===== src/rtl/ps2_spam_pkg.sv =====
package ps2_spam_pkg;

	// ~~~~~~~~~~~~~~~~~~~~~~~~~~~~~~~~~~~~~~~~~~~~~~~~~~~~~~~~~~~
	// spam bus
	// ~~~~~~~~~~~~~~~~~~~~~~~~~~~~~~~~~~~~~~~~~~~~~~~~~~~~~~~~~~~

	typedef logic [23:0] spam_addr_t;
	typedef logic [31:0] spam_data_t;
	typedef logic [3:0]  spam_did_t;

	localparam spam_did_t  SPAM_DID_PS2  = 4'h2;
	localparam spam_data_t SPAM_RD_EMPTY = 32'hdeadbeef; // read of an empty fifo

	// ~~~~~~~~~~~~~~~~~~~~~~~~~~~~~~~~~~~~~~~~~~~~~~~~~~~~~~~~~~~
	// ps/2 framing
	// ~~~~~~~~~~~~~~~~~~~~~~~~~~~~~~~~~~~~~~~~~~~~~~~~~~~~~~~~~~~

	typedef logic [7:0] ps2_byte_t;
	typedef logic [3:0] ps2_bitcnt_t;

	// start, 8 data lsb first, odd parity, stop
	localparam int PS2_FRAME_BITS = 11;

	typedef enum logic [1:0] {
		RX_IDLE,
		RX_DATA,
		RX_PARITY,
		RX_STOP
	} rx_state_t;

endpackage


===== src/rtl/ps2_chan_if.sv =====
`timescale 1ns/1ps

interface ps2_chan_if;
	import ps2_spam_pkg::*;

	logic      pop;     // decoder -> channel, one cycle
	logic      sel;     // decoder -> response, addressed channel
	logic      empty;
	ps2_byte_t rd_data; // fifo head before the pop

	modport decode (
		output pop,
		output sel,
		input  empty
	);

	modport chan (
		input  pop,
		output empty,
		output rd_data
	);

	modport resp (
		input  sel,
		input  empty,
		input  rd_data
	);

endinterface


===== src/rtl/ps2_frame_rx.sv =====
`timescale 1ns/1ps

module ps2_frame_rx (
	input  logic                     cclk,
	input  logic                     cclk_rst_b,
	input  logic                     ps2clk,
	input  logic                     ps2data,
	output logic                     byte_valid,
	output ps2_spam_pkg::ps2_byte_t  byte_data
);
	import ps2_spam_pkg::*;

	logic        clk_s;
	logic        clk_q;
	logic        clk_1a;
	logic        dat_s;
	logic        dat_q;
	logic        fall;
	rx_state_t   state;
	ps2_bitcnt_t bitcnt;
	ps2_byte_t   key;
	logic        parity;

	// ~~~~~~~~~~~~~~~~~~~~~~~~~~~~~~~~~~~~~~~~~~~~~~~~~~~~~~~~~~~
	// sync into cclk, data follows the same two flops
	// ~~~~~~~~~~~~~~~~~~~~~~~~~~~~~~~~~~~~~~~~~~~~~~~~~~~~~~~~~~~

	always_ff @(posedge cclk or negedge cclk_rst_b) begin
		if (!cclk_rst_b) begin
			clk_s  <= 1'b1; // bus idles high
			clk_q  <= 1'b1;
			clk_1a <= 1'b1;
			dat_s  <= 1'b1;
			dat_q  <= 1'b1;
		end else begin
			clk_s  <= ps2clk;
			clk_q  <= clk_s;
			clk_1a <= clk_q;
			dat_s  <= ps2data;
			dat_q  <= dat_s;
		end
	end

	assign fall = clk_1a && !clk_q;

	// ~~~~~~~~~~~~~~~~~~~~~~~~~~~~~~~~~~~~~~~~~~~~~~~~~~~~~~~~~~~
	// frame fsm, bitcnt is the frame position of the next bit
	// ~~~~~~~~~~~~~~~~~~~~~~~~~~~~~~~~~~~~~~~~~~~~~~~~~~~~~~~~~~~

	always_ff @(posedge cclk or negedge cclk_rst_b) begin
		if (!cclk_rst_b) begin
			state  <= RX_IDLE;
			bitcnt <= '0;
		end else if (fall) begin
			unique case (state)
				RX_IDLE: begin
					if (!dat_q) begin // start bit
						state  <= RX_DATA;
						bitcnt <= 4'd1;
					end
				end
				RX_DATA: begin
					bitcnt <= bitcnt + 4'd1;
					if (bitcnt == 4'd8)
						state <= RX_PARITY;
				end
				RX_PARITY: begin
					bitcnt <= bitcnt + 4'd1;
					state  <= RX_STOP;
				end
				RX_STOP: begin
					bitcnt <= '0;
					state  <= RX_IDLE;
				end
				default: begin
					bitcnt <= '0;
					state  <= RX_IDLE;
				end
			endcase
		end
	end

	always_ff @(posedge cclk) begin
		if (fall && state == RX_DATA)
			key <= {dat_q, key[7:1]}; // lsb arrives first
		if (fall && state == RX_PARITY)
			parity <= dat_q;
	end

	// stop bit itself is not checked
	assign byte_valid = fall && (state == RX_STOP) &&
	                    (bitcnt == ps2_bitcnt_t'(PS2_FRAME_BITS - 1)) &&
	                    (^{key, parity});
	assign byte_data  = key;

endmodule


===== src/rtl/ps2_key_fifo.sv =====
`timescale 1ns/1ps

module ps2_key_fifo #(
	parameter int DEPTH = 16
) (
	input  logic                     cclk,
	input  logic                     cclk_rst_b,
	input  logic                     wr_en,
	input  ps2_spam_pkg::ps2_byte_t  wr_data,
	input  logic                     rd_en,
	output ps2_spam_pkg::ps2_byte_t  rd_data,
	output logic                     empty
);
	import ps2_spam_pkg::*;

	localparam int AW = (DEPTH > 1) ? $clog2(DEPTH) : 1;
	localparam int CW = $clog2(DEPTH + 1);

	ps2_byte_t     mem [DEPTH];
	logic [AW-1:0] wr_ptr;
	logic [AW-1:0] rd_ptr;
	logic [CW-1:0] count;
	logic          full;
	logic          do_wr;
	logic          do_rd;

	// wraps at DEPTH, so any depth works
	function automatic logic [AW-1:0] ptr_next(input logic [AW-1:0] p);
		return (p == AW'(DEPTH - 1)) ? '0 : p + 1'b1;
	endfunction

	assign empty   = (count == '0);
	assign full    = (count == CW'(DEPTH));
	assign do_wr   = wr_en && !full; // new byte lost when full
	assign do_rd   = rd_en && !empty;
	assign rd_data = mem[rd_ptr];   // head always visible

	always_ff @(posedge cclk) begin
		if (do_wr)
			mem[wr_ptr] <= wr_data;
	end

	always_ff @(posedge cclk or negedge cclk_rst_b) begin
		if (!cclk_rst_b) begin
			wr_ptr <= '0;
			rd_ptr <= '0;
			count  <= '0;
		end else begin
			if (do_wr)
				wr_ptr <= ptr_next(wr_ptr);
			if (do_rd)
				rd_ptr <= ptr_next(rd_ptr);
			unique case ({do_wr, do_rd})
				2'b10:   count <= count + 1'b1;
				2'b01:   count <= count - 1'b1;
				default: count <= count;
			endcase
		end
	end

endmodule


===== src/rtl/ps2_channel.sv =====
`timescale 1ns/1ps

module ps2_channel #(
	parameter int FIFO_DEPTH = 16
) (
	input  logic       cclk,
	input  logic       cclk_rst_b,
	input  logic       ps2clk,
	input  logic       ps2data,
	ps2_chan_if.chan   ch
);
	import ps2_spam_pkg::*;

	logic      rx_valid;
	ps2_byte_t rx_byte;

	ps2_frame_rx u_rx (
		.cclk       (cclk),
		.cclk_rst_b (cclk_rst_b),
		.ps2clk     (ps2clk),
		.ps2data    (ps2data),
		.byte_valid (rx_valid),
		.byte_data  (rx_byte)
	);

	// pop only arrives when not empty, decoder guarantees it
	ps2_key_fifo #(
		.DEPTH (FIFO_DEPTH)
	) u_fifo (
		.cclk       (cclk),
		.cclk_rst_b (cclk_rst_b),
		.wr_en      (rx_valid),
		.wr_data    (rx_byte),
		.rd_en      (ch.pop),
		.rd_data    (ch.rd_data),
		.empty      (ch.empty)
	);

endmodule


===== src/rtl/spam_rd_decode.sv =====
`timescale 1ns/1ps

module spam_rd_decode #(
	parameter int                       NUM_PORTS     = 2,
	parameter ps2_spam_pkg::spam_addr_t SPAM_ADDRPFX  = 24'h0a0000,
	parameter ps2_spam_pkg::spam_addr_t SPAM_ADDRMASK = 24'hffffff
) (
	input  logic                      cclk,
	input  logic                      cclk_rst_b,
	input  logic                      spamo_valid,
	input  logic                      spamo_r_nw,
	input  ps2_spam_pkg::spam_did_t   spamo_did,
	input  ps2_spam_pkg::spam_addr_t  spamo_addr,
	ps2_chan_if.decode                ch [NUM_PORTS]
);
	import ps2_spam_pkg::*;

	localparam int         CH_BITS  = (NUM_PORTS > 1) ? $clog2(NUM_PORTS) : 1;
	localparam spam_addr_t CH_FIELD = spam_addr_t'((1 << CH_BITS) - 1);

	logic [CH_BITS-1:0] ch_idx;
	logic               did_ok;
	logic               pfx_ok;
	logic               in_range;
	logic               rd_hit;

	// ~~~~~~~~~~~~~~~~~~~~~~~~~~~~~~~~~~~~~~~~~~~~~~~~~~~~~~~~~~~
	// hit rule, writes never hit
	// ~~~~~~~~~~~~~~~~~~~~~~~~~~~~~~~~~~~~~~~~~~~~~~~~~~~~~~~~~~~

	assign ch_idx   = spamo_addr[CH_BITS-1:0];
	assign did_ok   = (spamo_did == SPAM_DID_PS2);
	// channel bits are excluded from the prefix compare
	assign pfx_ok   = ((spamo_addr & SPAM_ADDRMASK & ~CH_FIELD) ==
	                   (SPAM_ADDRPFX & ~CH_FIELD));
	assign in_range = (int'(ch_idx) < NUM_PORTS);
	assign rd_hit   = spamo_valid && spamo_r_nw && did_ok && pfx_ok && in_range;

	// one-hot select, pop only a channel with data
	for (genvar i = 0; i < NUM_PORTS; i++) begin : g_sel
		assign ch[i].sel = rd_hit && (ch_idx == CH_BITS'(i));
		assign ch[i].pop = ch[i].sel && !ch[i].empty;
	end

endmodule


===== src/rtl/spam_rd_resp.sv =====
`timescale 1ns/1ps

module spam_rd_resp #(
	parameter int NUM_PORTS = 2
) (
	input  logic                      cclk,
	input  logic                      cclk_rst_b,
	ps2_chan_if.resp                  ch [NUM_PORTS],
	output logic                      spami_busy_b,
	output ps2_spam_pkg::spam_data_t  spami_data
);
	import ps2_spam_pkg::*;

	logic [NUM_PORTS-1:0] sel_v;
	logic [NUM_PORTS-1:0] empty_v;
	ps2_byte_t            head_v [NUM_PORTS];
	logic                 hit_0a;
	logic                 popped_0a;
	ps2_byte_t            byte_0a;
	logic                 hit_1a;
	logic                 popped_1a;
	ps2_byte_t            byte_1a;

	for (genvar i = 0; i < NUM_PORTS; i++) begin : g_gather
		assign sel_v[i]   = ch[i].sel;
		assign empty_v[i] = ch[i].empty;
		assign head_v[i]  = ch[i].rd_data;
	end

	assign hit_0a    = |sel_v;
	assign popped_0a = |(sel_v & ~empty_v);

	always_comb begin
		byte_0a = '0;
		for (int i = 0; i < NUM_PORTS; i++) begin
			if (sel_v[i])
				byte_0a = head_v[i]; // sel is one-hot
		end
	end

	always_ff @(posedge cclk or negedge cclk_rst_b) begin
		if (!cclk_rst_b) begin
			hit_1a    <= 1'b0;
			popped_1a <= 1'b0;
		end else begin
			hit_1a    <= hit_0a;
			popped_1a <= popped_0a;
		end
	end

	always_ff @(posedge cclk) begin
		byte_1a <= byte_0a;
	end

	assign spami_busy_b = hit_1a;

	always_comb begin
		if (!hit_1a)
			spami_data = '0;
		else if (popped_1a)
			spami_data = spam_data_t'(byte_1a); // zero-extended
		else
			spami_data = SPAM_RD_EMPTY;
	end

endmodule


===== src/rtl/ps2_spam_top.sv =====
`timescale 1ns/1ps

module ps2_spam_top #(
	parameter int                       NUM_PORTS     = 2,
	parameter int                       FIFO_DEPTH    = 16,
	parameter ps2_spam_pkg::spam_addr_t SPAM_ADDRPFX  = 24'h0a0000,
	parameter ps2_spam_pkg::spam_addr_t SPAM_ADDRMASK = 24'hffffff
) (
	input  logic                      cclk,
	input  logic                      cclk_rst_b,
	input  logic [NUM_PORTS-1:0]      ps2clk,
	input  logic [NUM_PORTS-1:0]      ps2data,
	input  logic                      spamo_valid,
	input  logic                      spamo_r_nw,
	input  ps2_spam_pkg::spam_did_t   spamo_did,
	input  ps2_spam_pkg::spam_addr_t  spamo_addr,
	input  ps2_spam_pkg::spam_data_t  spamo_data, // no writes, left open
	output logic                      spami_busy_b,
	output ps2_spam_pkg::spam_data_t  spami_data
);

	ps2_chan_if ch_if [NUM_PORTS] ();

	spam_rd_decode #(
		.NUM_PORTS     (NUM_PORTS),
		.SPAM_ADDRPFX  (SPAM_ADDRPFX),
		.SPAM_ADDRMASK (SPAM_ADDRMASK)
	) u_decode (
		.cclk        (cclk),
		.cclk_rst_b  (cclk_rst_b),
		.spamo_valid (spamo_valid),
		.spamo_r_nw  (spamo_r_nw),
		.spamo_did   (spamo_did),
		.spamo_addr  (spamo_addr),
		.ch          (ch_if)
	);

	// one receiver and fifo per ps/2 port
	for (genvar i = 0; i < NUM_PORTS; i++) begin : g_port
		ps2_channel #(
			.FIFO_DEPTH (FIFO_DEPTH)
		) u_chan (
			.cclk       (cclk),
			.cclk_rst_b (cclk_rst_b),
			.ps2clk     (ps2clk[i]),
			.ps2data    (ps2data[i]),
			.ch         (ch_if[i])
		);
	end

	spam_rd_resp #(
		.NUM_PORTS (NUM_PORTS)
	) u_resp (
		.cclk         (cclk),
		.cclk_rst_b   (cclk_rst_b),
		.ch           (ch_if),
		.spami_busy_b (spami_busy_b),
		.spami_data   (spami_data)
	);

endmodule


===== config.mk =====
export PLATFORM = sky130hd
export DESIGN_NAME = ps2_spam_top
export DESIGN_NICKNAME = d
export VERILOG_FILES = /design/src/rtl/ps2_spam_pkg.sv /design/src/rtl/ps2_chan_if.sv /design/src/rtl/ps2_frame_rx.sv /design/src/rtl/ps2_key_fifo.sv /design/src/rtl/ps2_channel.sv /design/src/rtl/spam_rd_decode.sv /design/src/rtl/spam_rd_resp.sv /design/src/rtl/ps2_spam_top.sv
export SDC_FILE = /design/constraint.sdc
export NUM_CORES = 1
export LEC_CHECK = 0
export ABC_AREA = 1
export BUFFER_PORTS_ARGS = -buffer_cell sky130_fd_sc_hd__buf_2
export CORE_MARGIN = 10
export CORE_UTILIZATION = 56
export CTS_CLUSTER_DIAMETER = 80
export DETAILED_ROUTE_END_ITERATION = 8
export PLACE_DENSITY = 0.75
export SLEW_MARGIN = 20
export SYNTH_ARGS = -nofsm -noshare
export SYNTH_HDL_FRONTEND = slang
export SYNTH_SLANG_ARGS = --single-unit
export TNS_END_PERCENT = 100

===== constraint.sdc =====
create_clock -name cclk -period 4.29 [get_ports cclk]
set_input_delay 1.287 -clock cclk [delete_from_list [all_inputs] [get_ports cclk]]
set_output_delay 1.287 -clock cclk [all_outputs]
set_load 0.02 [all_outputs]

==> results.rst <==
.. list-table::
   :header-rows: 1

   * - Metric
     - Value
   * - Clock Power Share
     - a little over two fifths
   * - Die Y
     - approximately 180 microns
   * - Number of antenna violations at the first check in global routing
     - 0
   * - Endpoint with the worst hold slack
     - g_port[1].u_chan.u_rx.dat_q
   * - Worst min path class
     - reg2reg
   * - Total design power
     - about 7.0 mW
   * - Estimated wirelength of the detail-placed design
     - about 19000 microns
   * - Slew Viols, Final
     - 0
   * - Final number of setup-violating endpoints
     - 0
   * - Combinational Power Share
     - roughly 5%
   * - Most common cell after layout, fill and taps aside
     - sky130_fd_sc_hd__nand2_1
   * - Proportion of layout cells with a drive suffix above 1
     - around 11%
   * - Final net count
     - about 1500
   * - Standard-cell rows
     - 58
   * - Post-cts hold buffer count
     - 0
   * - Ratio of total power to cell area
     - around 430 nW/um^2
   * - Sum of negative setup slack
     - 0 ns
   * - Antenna Cells
     - 0
   * - Die W
     - 181.4 microns
   * - Total congestion overflow
     - 0
   * - Antenna Nets Post-Route
     - 0
   * - Setup CP Type
     - in2reg
   * - IR drop worst, VDD
     - 231.5 uV
   * - Number of placed I/O pins
     - between 100 and 150
   * - Min-Delay Path Depth
     - 0
   * - Number of global-route vias before repair
     - 9199
   * - TritonCTS clock tree
     - done
   * - Die Area
     - ~33000 sq um
   * - Reg-to-reg endpoint
     - g_port[1].u_chan.u_fifo.count[4]
   * - Fin crit period
     - between 3 and 4 ns
   * - Drt drc
     - 0
   * - Largest cells by area after synthesis
     - sky130_fd_sc_hd__edfxtp_1 56%, sky130_fd_sc_hd__nand2_1 8.4%, sky130_fd_sc_hd__dfrtp_1 6.9%
   * - Count of vias placed by the detailed router
     - roughly 9700
   * - Count of H-tree levels built during CTS
     - 2
   * - Post-placement worst setup slack
     - slightly below 0.6 ns
   * - Most used cells in the layout excluding fill and tap cells
     - 328 x sky130_fd_sc_hd__nand2_1, 274 x sky130_fd_sc_hd__edfxtp_1, 178 x sky130_fd_sc_hd__nand3_1
   * - Bufs on Longest Clock Path
     - 3
   * - Clock latency on the worst-skew pair
     - 0.51 ns
   * - Share of the cycle needed by the critical path after routing
     - 75.11%
   * - CP Data Required Time
     - between 4 and 5 ns
   * - Placement-stage cell area
     - 15050 sq um
   * - Vias per cell
     - roughly 5.5
   * - Type of origin of the critical path
     - primary input
   * - Startpoint of the worst-slack reg-to-reg timing path
     - g_port[1].u_chan.u_rx.byte_data[1]
   * - Post-Layout Inst Area
     - ~16000 sq um
   * - Leakage power
     - 6.378 nW
   * - Total standard cell area after synthesis
     - roughly 15000 sq um
   * - Net switching share of the total power
     - between 20% and 30%
   * - Fillers
     - 1912
   * - Count of yosys warnings during synthesis
     - 0
   * - Violation count after the first detailed-route iteration
     - 1007
   * - Synth area leader
     - sky130_fd_sc_hd__edfxtp_1
   * - Synth-to-layout area growth
     - 10.91%
   * - RSZ-0062 raised after global routing
     - false
   * - # Post-CTS Setup Buffers
     - 0
   * - Global-route wire length before repair
     - slightly below 50000 microns
   * - Clock slew at the register clock pins of the worst setup and hold paths
     - about 0.060 ns
   * - Fraction of power consumed by sequential logic
     - between 50% and 60%
   * - Worst Clk Skew
     - between 0.02 and 0.025 ns
   * - Headroom to the max-slew limit
     - 27.65%
   * - Crit Path Max Fanout
     - 4
   * - Worst Setup Slack, final
     - between 1 and 1.5 ns
   * - Pin count of the biggest net entering global routing
     - 68
   * - Fmax
     - between 300 and 400 MHz
   * - Internal power contribution
     - 5.459 mW
   * - Net Switching
     - ~1.5 mW
   * - Routability congestion estimate from global placement
     - approximately 0.85
   * - Number of maximum-capacitance violations
     - 0
   * - TritonCTS Buffers
     - 35
   * - Final hold violations
     - 0
   * - Clock root cell
     - sky130_fd_sc_hd__clkbuf_16
   * - HP Start
     - g_port[1].u_chan.u_rx.dat_s
   * - Clock sink total
     - between 300 and 400
   * - Register area share after synthesis
     - roughly two thirds
   * - Number of iterations in the first detailed-routing pass
     - 5
   * - Category of the worst setup path capture point
     - register
   * - Initial cell density of the core
     - between 50% and 60%
   * - Critical path data arrival time
     - 3.61 ns
   * - Worst R2R Path Depth
     - 17
   * - R2R setup slack
     - between 1 and 1.5 ns
   * - Total Routing Usage GR
     - between 10% and 20%
   * - Actual slew at the worst max-slew pin
     - about 1.1 ns
   * - PostCTS Resize Cnt
     - 0
   * - Core outline area
     - ~25000 sq um
   * - Post-Syn Instances
     - approximately 1400
   * - Final Routed Wirelength
     - around 30000 microns
   * - Post-detailed-route wirelength per cell
     - 17.12 microns
   * - Avg Cell Area, Syn
     - 10.75 sq um
   * - Number of distinct library cells after synthesis
     - 38
   * - # port buffers
     - between 60 and 70
   * - Result of the run
     - complete, no violations
   * - Synth top area share
     - between 50% and 60%
   * - Total of flip-flops plus latches after synthesis
     - 332
[state kept, by name (all words and copies together), names as in the netlist, 4 cells and up]
register                      count
g_port.u_chan.u_fifo.wr_ptr       8
g_port.u_chan.u_rx.bitcnt         8
u_resp.byte_1a                    8
g_port.u_chan.u_fifo.count       10
g_port.u_chan.u_fifo.mem        256
g_port.u_chan.u_rx.byte_data     16
g_port.u_chan.u_rx.state          4
g_port.u_chan.u_fifo.rd_ptr       8
[worst max path at each step]
stage	slack [ns]	end	start	depth (start not counted)
5_1_grt	0.78	g_port[1].u_chan.u_fifo.count[4]	g_port[1].u_chan.u_rx.byte_data[1]	15
3_3_place_gp	0.64	g_port[1].u_chan.u_fifo.count[4]	spamo_addr[16]	15
3_5_place_dp	0.59	g_port[1].u_chan.u_fifo.count[4]	spamo_addr[16]	15
2_1_floorplan	0.94	g_port[1].u_chan.u_fifo.count[4]	spamo_addr[6]	14
6_report	1.07	g_port[1].u_chan.u_fifo.count[4]	spamo_addr[16]	15
4_1_cts	1.08	g_port[1].u_chan.u_fifo.count[4]	spamo_addr[16]	15
[metrics by stage]
stage	cells	util, %	hold slack [ns]
floorplan	1362	-	0.3452
global placement	1698	59.25	0.3459
detailed placement	1698	59.25	0.3468
CTS	1762	63.64	0.3548
global route	1762	63.66	0.3607
finish	1762	63.66	0.3539
[synthesized netlist by cell type]
library cell / number
sky130_fd_sc_hd__a21oi_1: 30
sky130_fd_sc_hd__a22oi_1: 6
sky130_fd_sc_hd__a31oi_1: 2
sky130_fd_sc_hd__and2_4: 1
sky130_fd_sc_hd__buf_1: 3
sky130_fd_sc_hd__buf_2: 23
sky130_fd_sc_hd__buf_4: 25
sky130_fd_sc_hd__buf_6: 1
sky130_fd_sc_hd__clkbuf_1: 20
sky130_fd_sc_hd__clkinv_1: 2
sky130_fd_sc_hd__conb_1: 1
sky130_fd_sc_hd__dfrtp_1: 40
sky130_fd_sc_hd__dfstp_2: 10
sky130_fd_sc_hd__dfxtp_1: 8
sky130_fd_sc_hd__edfxtp_1: 274
sky130_fd_sc_hd__ha_1: 33
sky130_fd_sc_hd__inv_1: 94
sky130_fd_sc_hd__inv_2: 2
sky130_fd_sc_hd__nand2_1: 328
sky130_fd_sc_hd__nand2_2: 3
sky130_fd_sc_hd__nand2_4: 2
sky130_fd_sc_hd__nand3_1: 178
sky130_fd_sc_hd__nand3b_1: 2
sky130_fd_sc_hd__nand4_1: 8
sky130_fd_sc_hd__nor2_1: 125
sky130_fd_sc_hd__nor2_2: 3
sky130_fd_sc_hd__nor2_4: 1
sky130_fd_sc_hd__nor2_8: 1
sky130_fd_sc_hd__nor3_1: 19
sky130_fd_sc_hd__nor3_2: 1
sky130_fd_sc_hd__o211ai_1: 6
sky130_fd_sc_hd__o21ai_0: 69
sky130_fd_sc_hd__o21ai_1: 2
sky130_fd_sc_hd__o21bai_1: 1
sky130_fd_sc_hd__o22ai_1: 7
sky130_fd_sc_hd__or3_4: 1
sky130_fd_sc_hd__xnor2_1: 11
sky130_fd_sc_hd__xor2_1: 13
[layer usage]
layer	global-route usage [%]	routed length, microns
met5	0	0
met4	5.467	643
met3	3.377	2743
met2	27.64	13780
met1	25.40	12990
[power by group through the flow]
stage / clock (mW) / sequential [mW] / combinational [mW]
after floorplan: 0 / 3.72 / 0.272
after global placement: 0 / 3.76 / 0.337
after detailed placement: 0 / 3.77 / 0.357
after CTS: 2.94 / 3.71 / 0.360
after global routing: 3.11 / 3.72 / 0.420
final: 2.91 / 3.71 / 0.356
[kinds of logic (layout without fill, tap and decap cells)]
| logic type | count (synthesis) | in the layout | synth area share, % |
|---|---|---|---|
| flip-flops | 332 | 332 | 66.20 |
| AO/OA/AOI/OAI | 123 | 123 | 4.523 |
| XOR/XNOR | 24 | 24 | 1.442 |
| other | 1 | 7 | 0.02572 |
| AND/OR/NAND/NOR | 673 | 673 | 19.70 |
| adder cells (fa/ha/maj) | 33 | 33 | 2.832 |
| buffers and inverters | 170 | 240 | 5.270 |
[cell type report]
class	count	area (sq um)	area share, %
Tap cell	330	412.9	2.554
Inverter	98	367.9	2.275
Clock buffer	50	953.4	5.896
Sequential cell	332	9654	59.71
Multi-Input combinational cell	860	4187	25.89
Clock inverter	14	161.4	0.9982
Timing Repair Buffer	78	432.9	2.677
[worst max-delay path: stages]
cell	delay [ns]
sky130_fd_sc_hd__buf_2	0.09
sky130_fd_sc_hd__nor2_1	0.18
sky130_fd_sc_hd__nand4_1	0.12
sky130_fd_sc_hd__nor3_1	0.14
sky130_fd_sc_hd__nand2_1	0.16
sky130_fd_sc_hd__nor2_2	0.13
sky130_fd_sc_hd__nand2_1	0.13
sky130_fd_sc_hd__inv_1	0.11
sky130_fd_sc_hd__ha_1	0.25
sky130_fd_sc_hd__xor2_1	0.22
sky130_fd_sc_hd__ha_1	0.21
sky130_fd_sc_hd__o21ai_0	0.13
sky130_fd_sc_hd__o21ai_0	0.19
sky130_fd_sc_hd__nand3_1	0.10
sky130_fd_sc_hd__xor2_1	0.15
No activity file was read; power rests on OpenSTA's default activity.
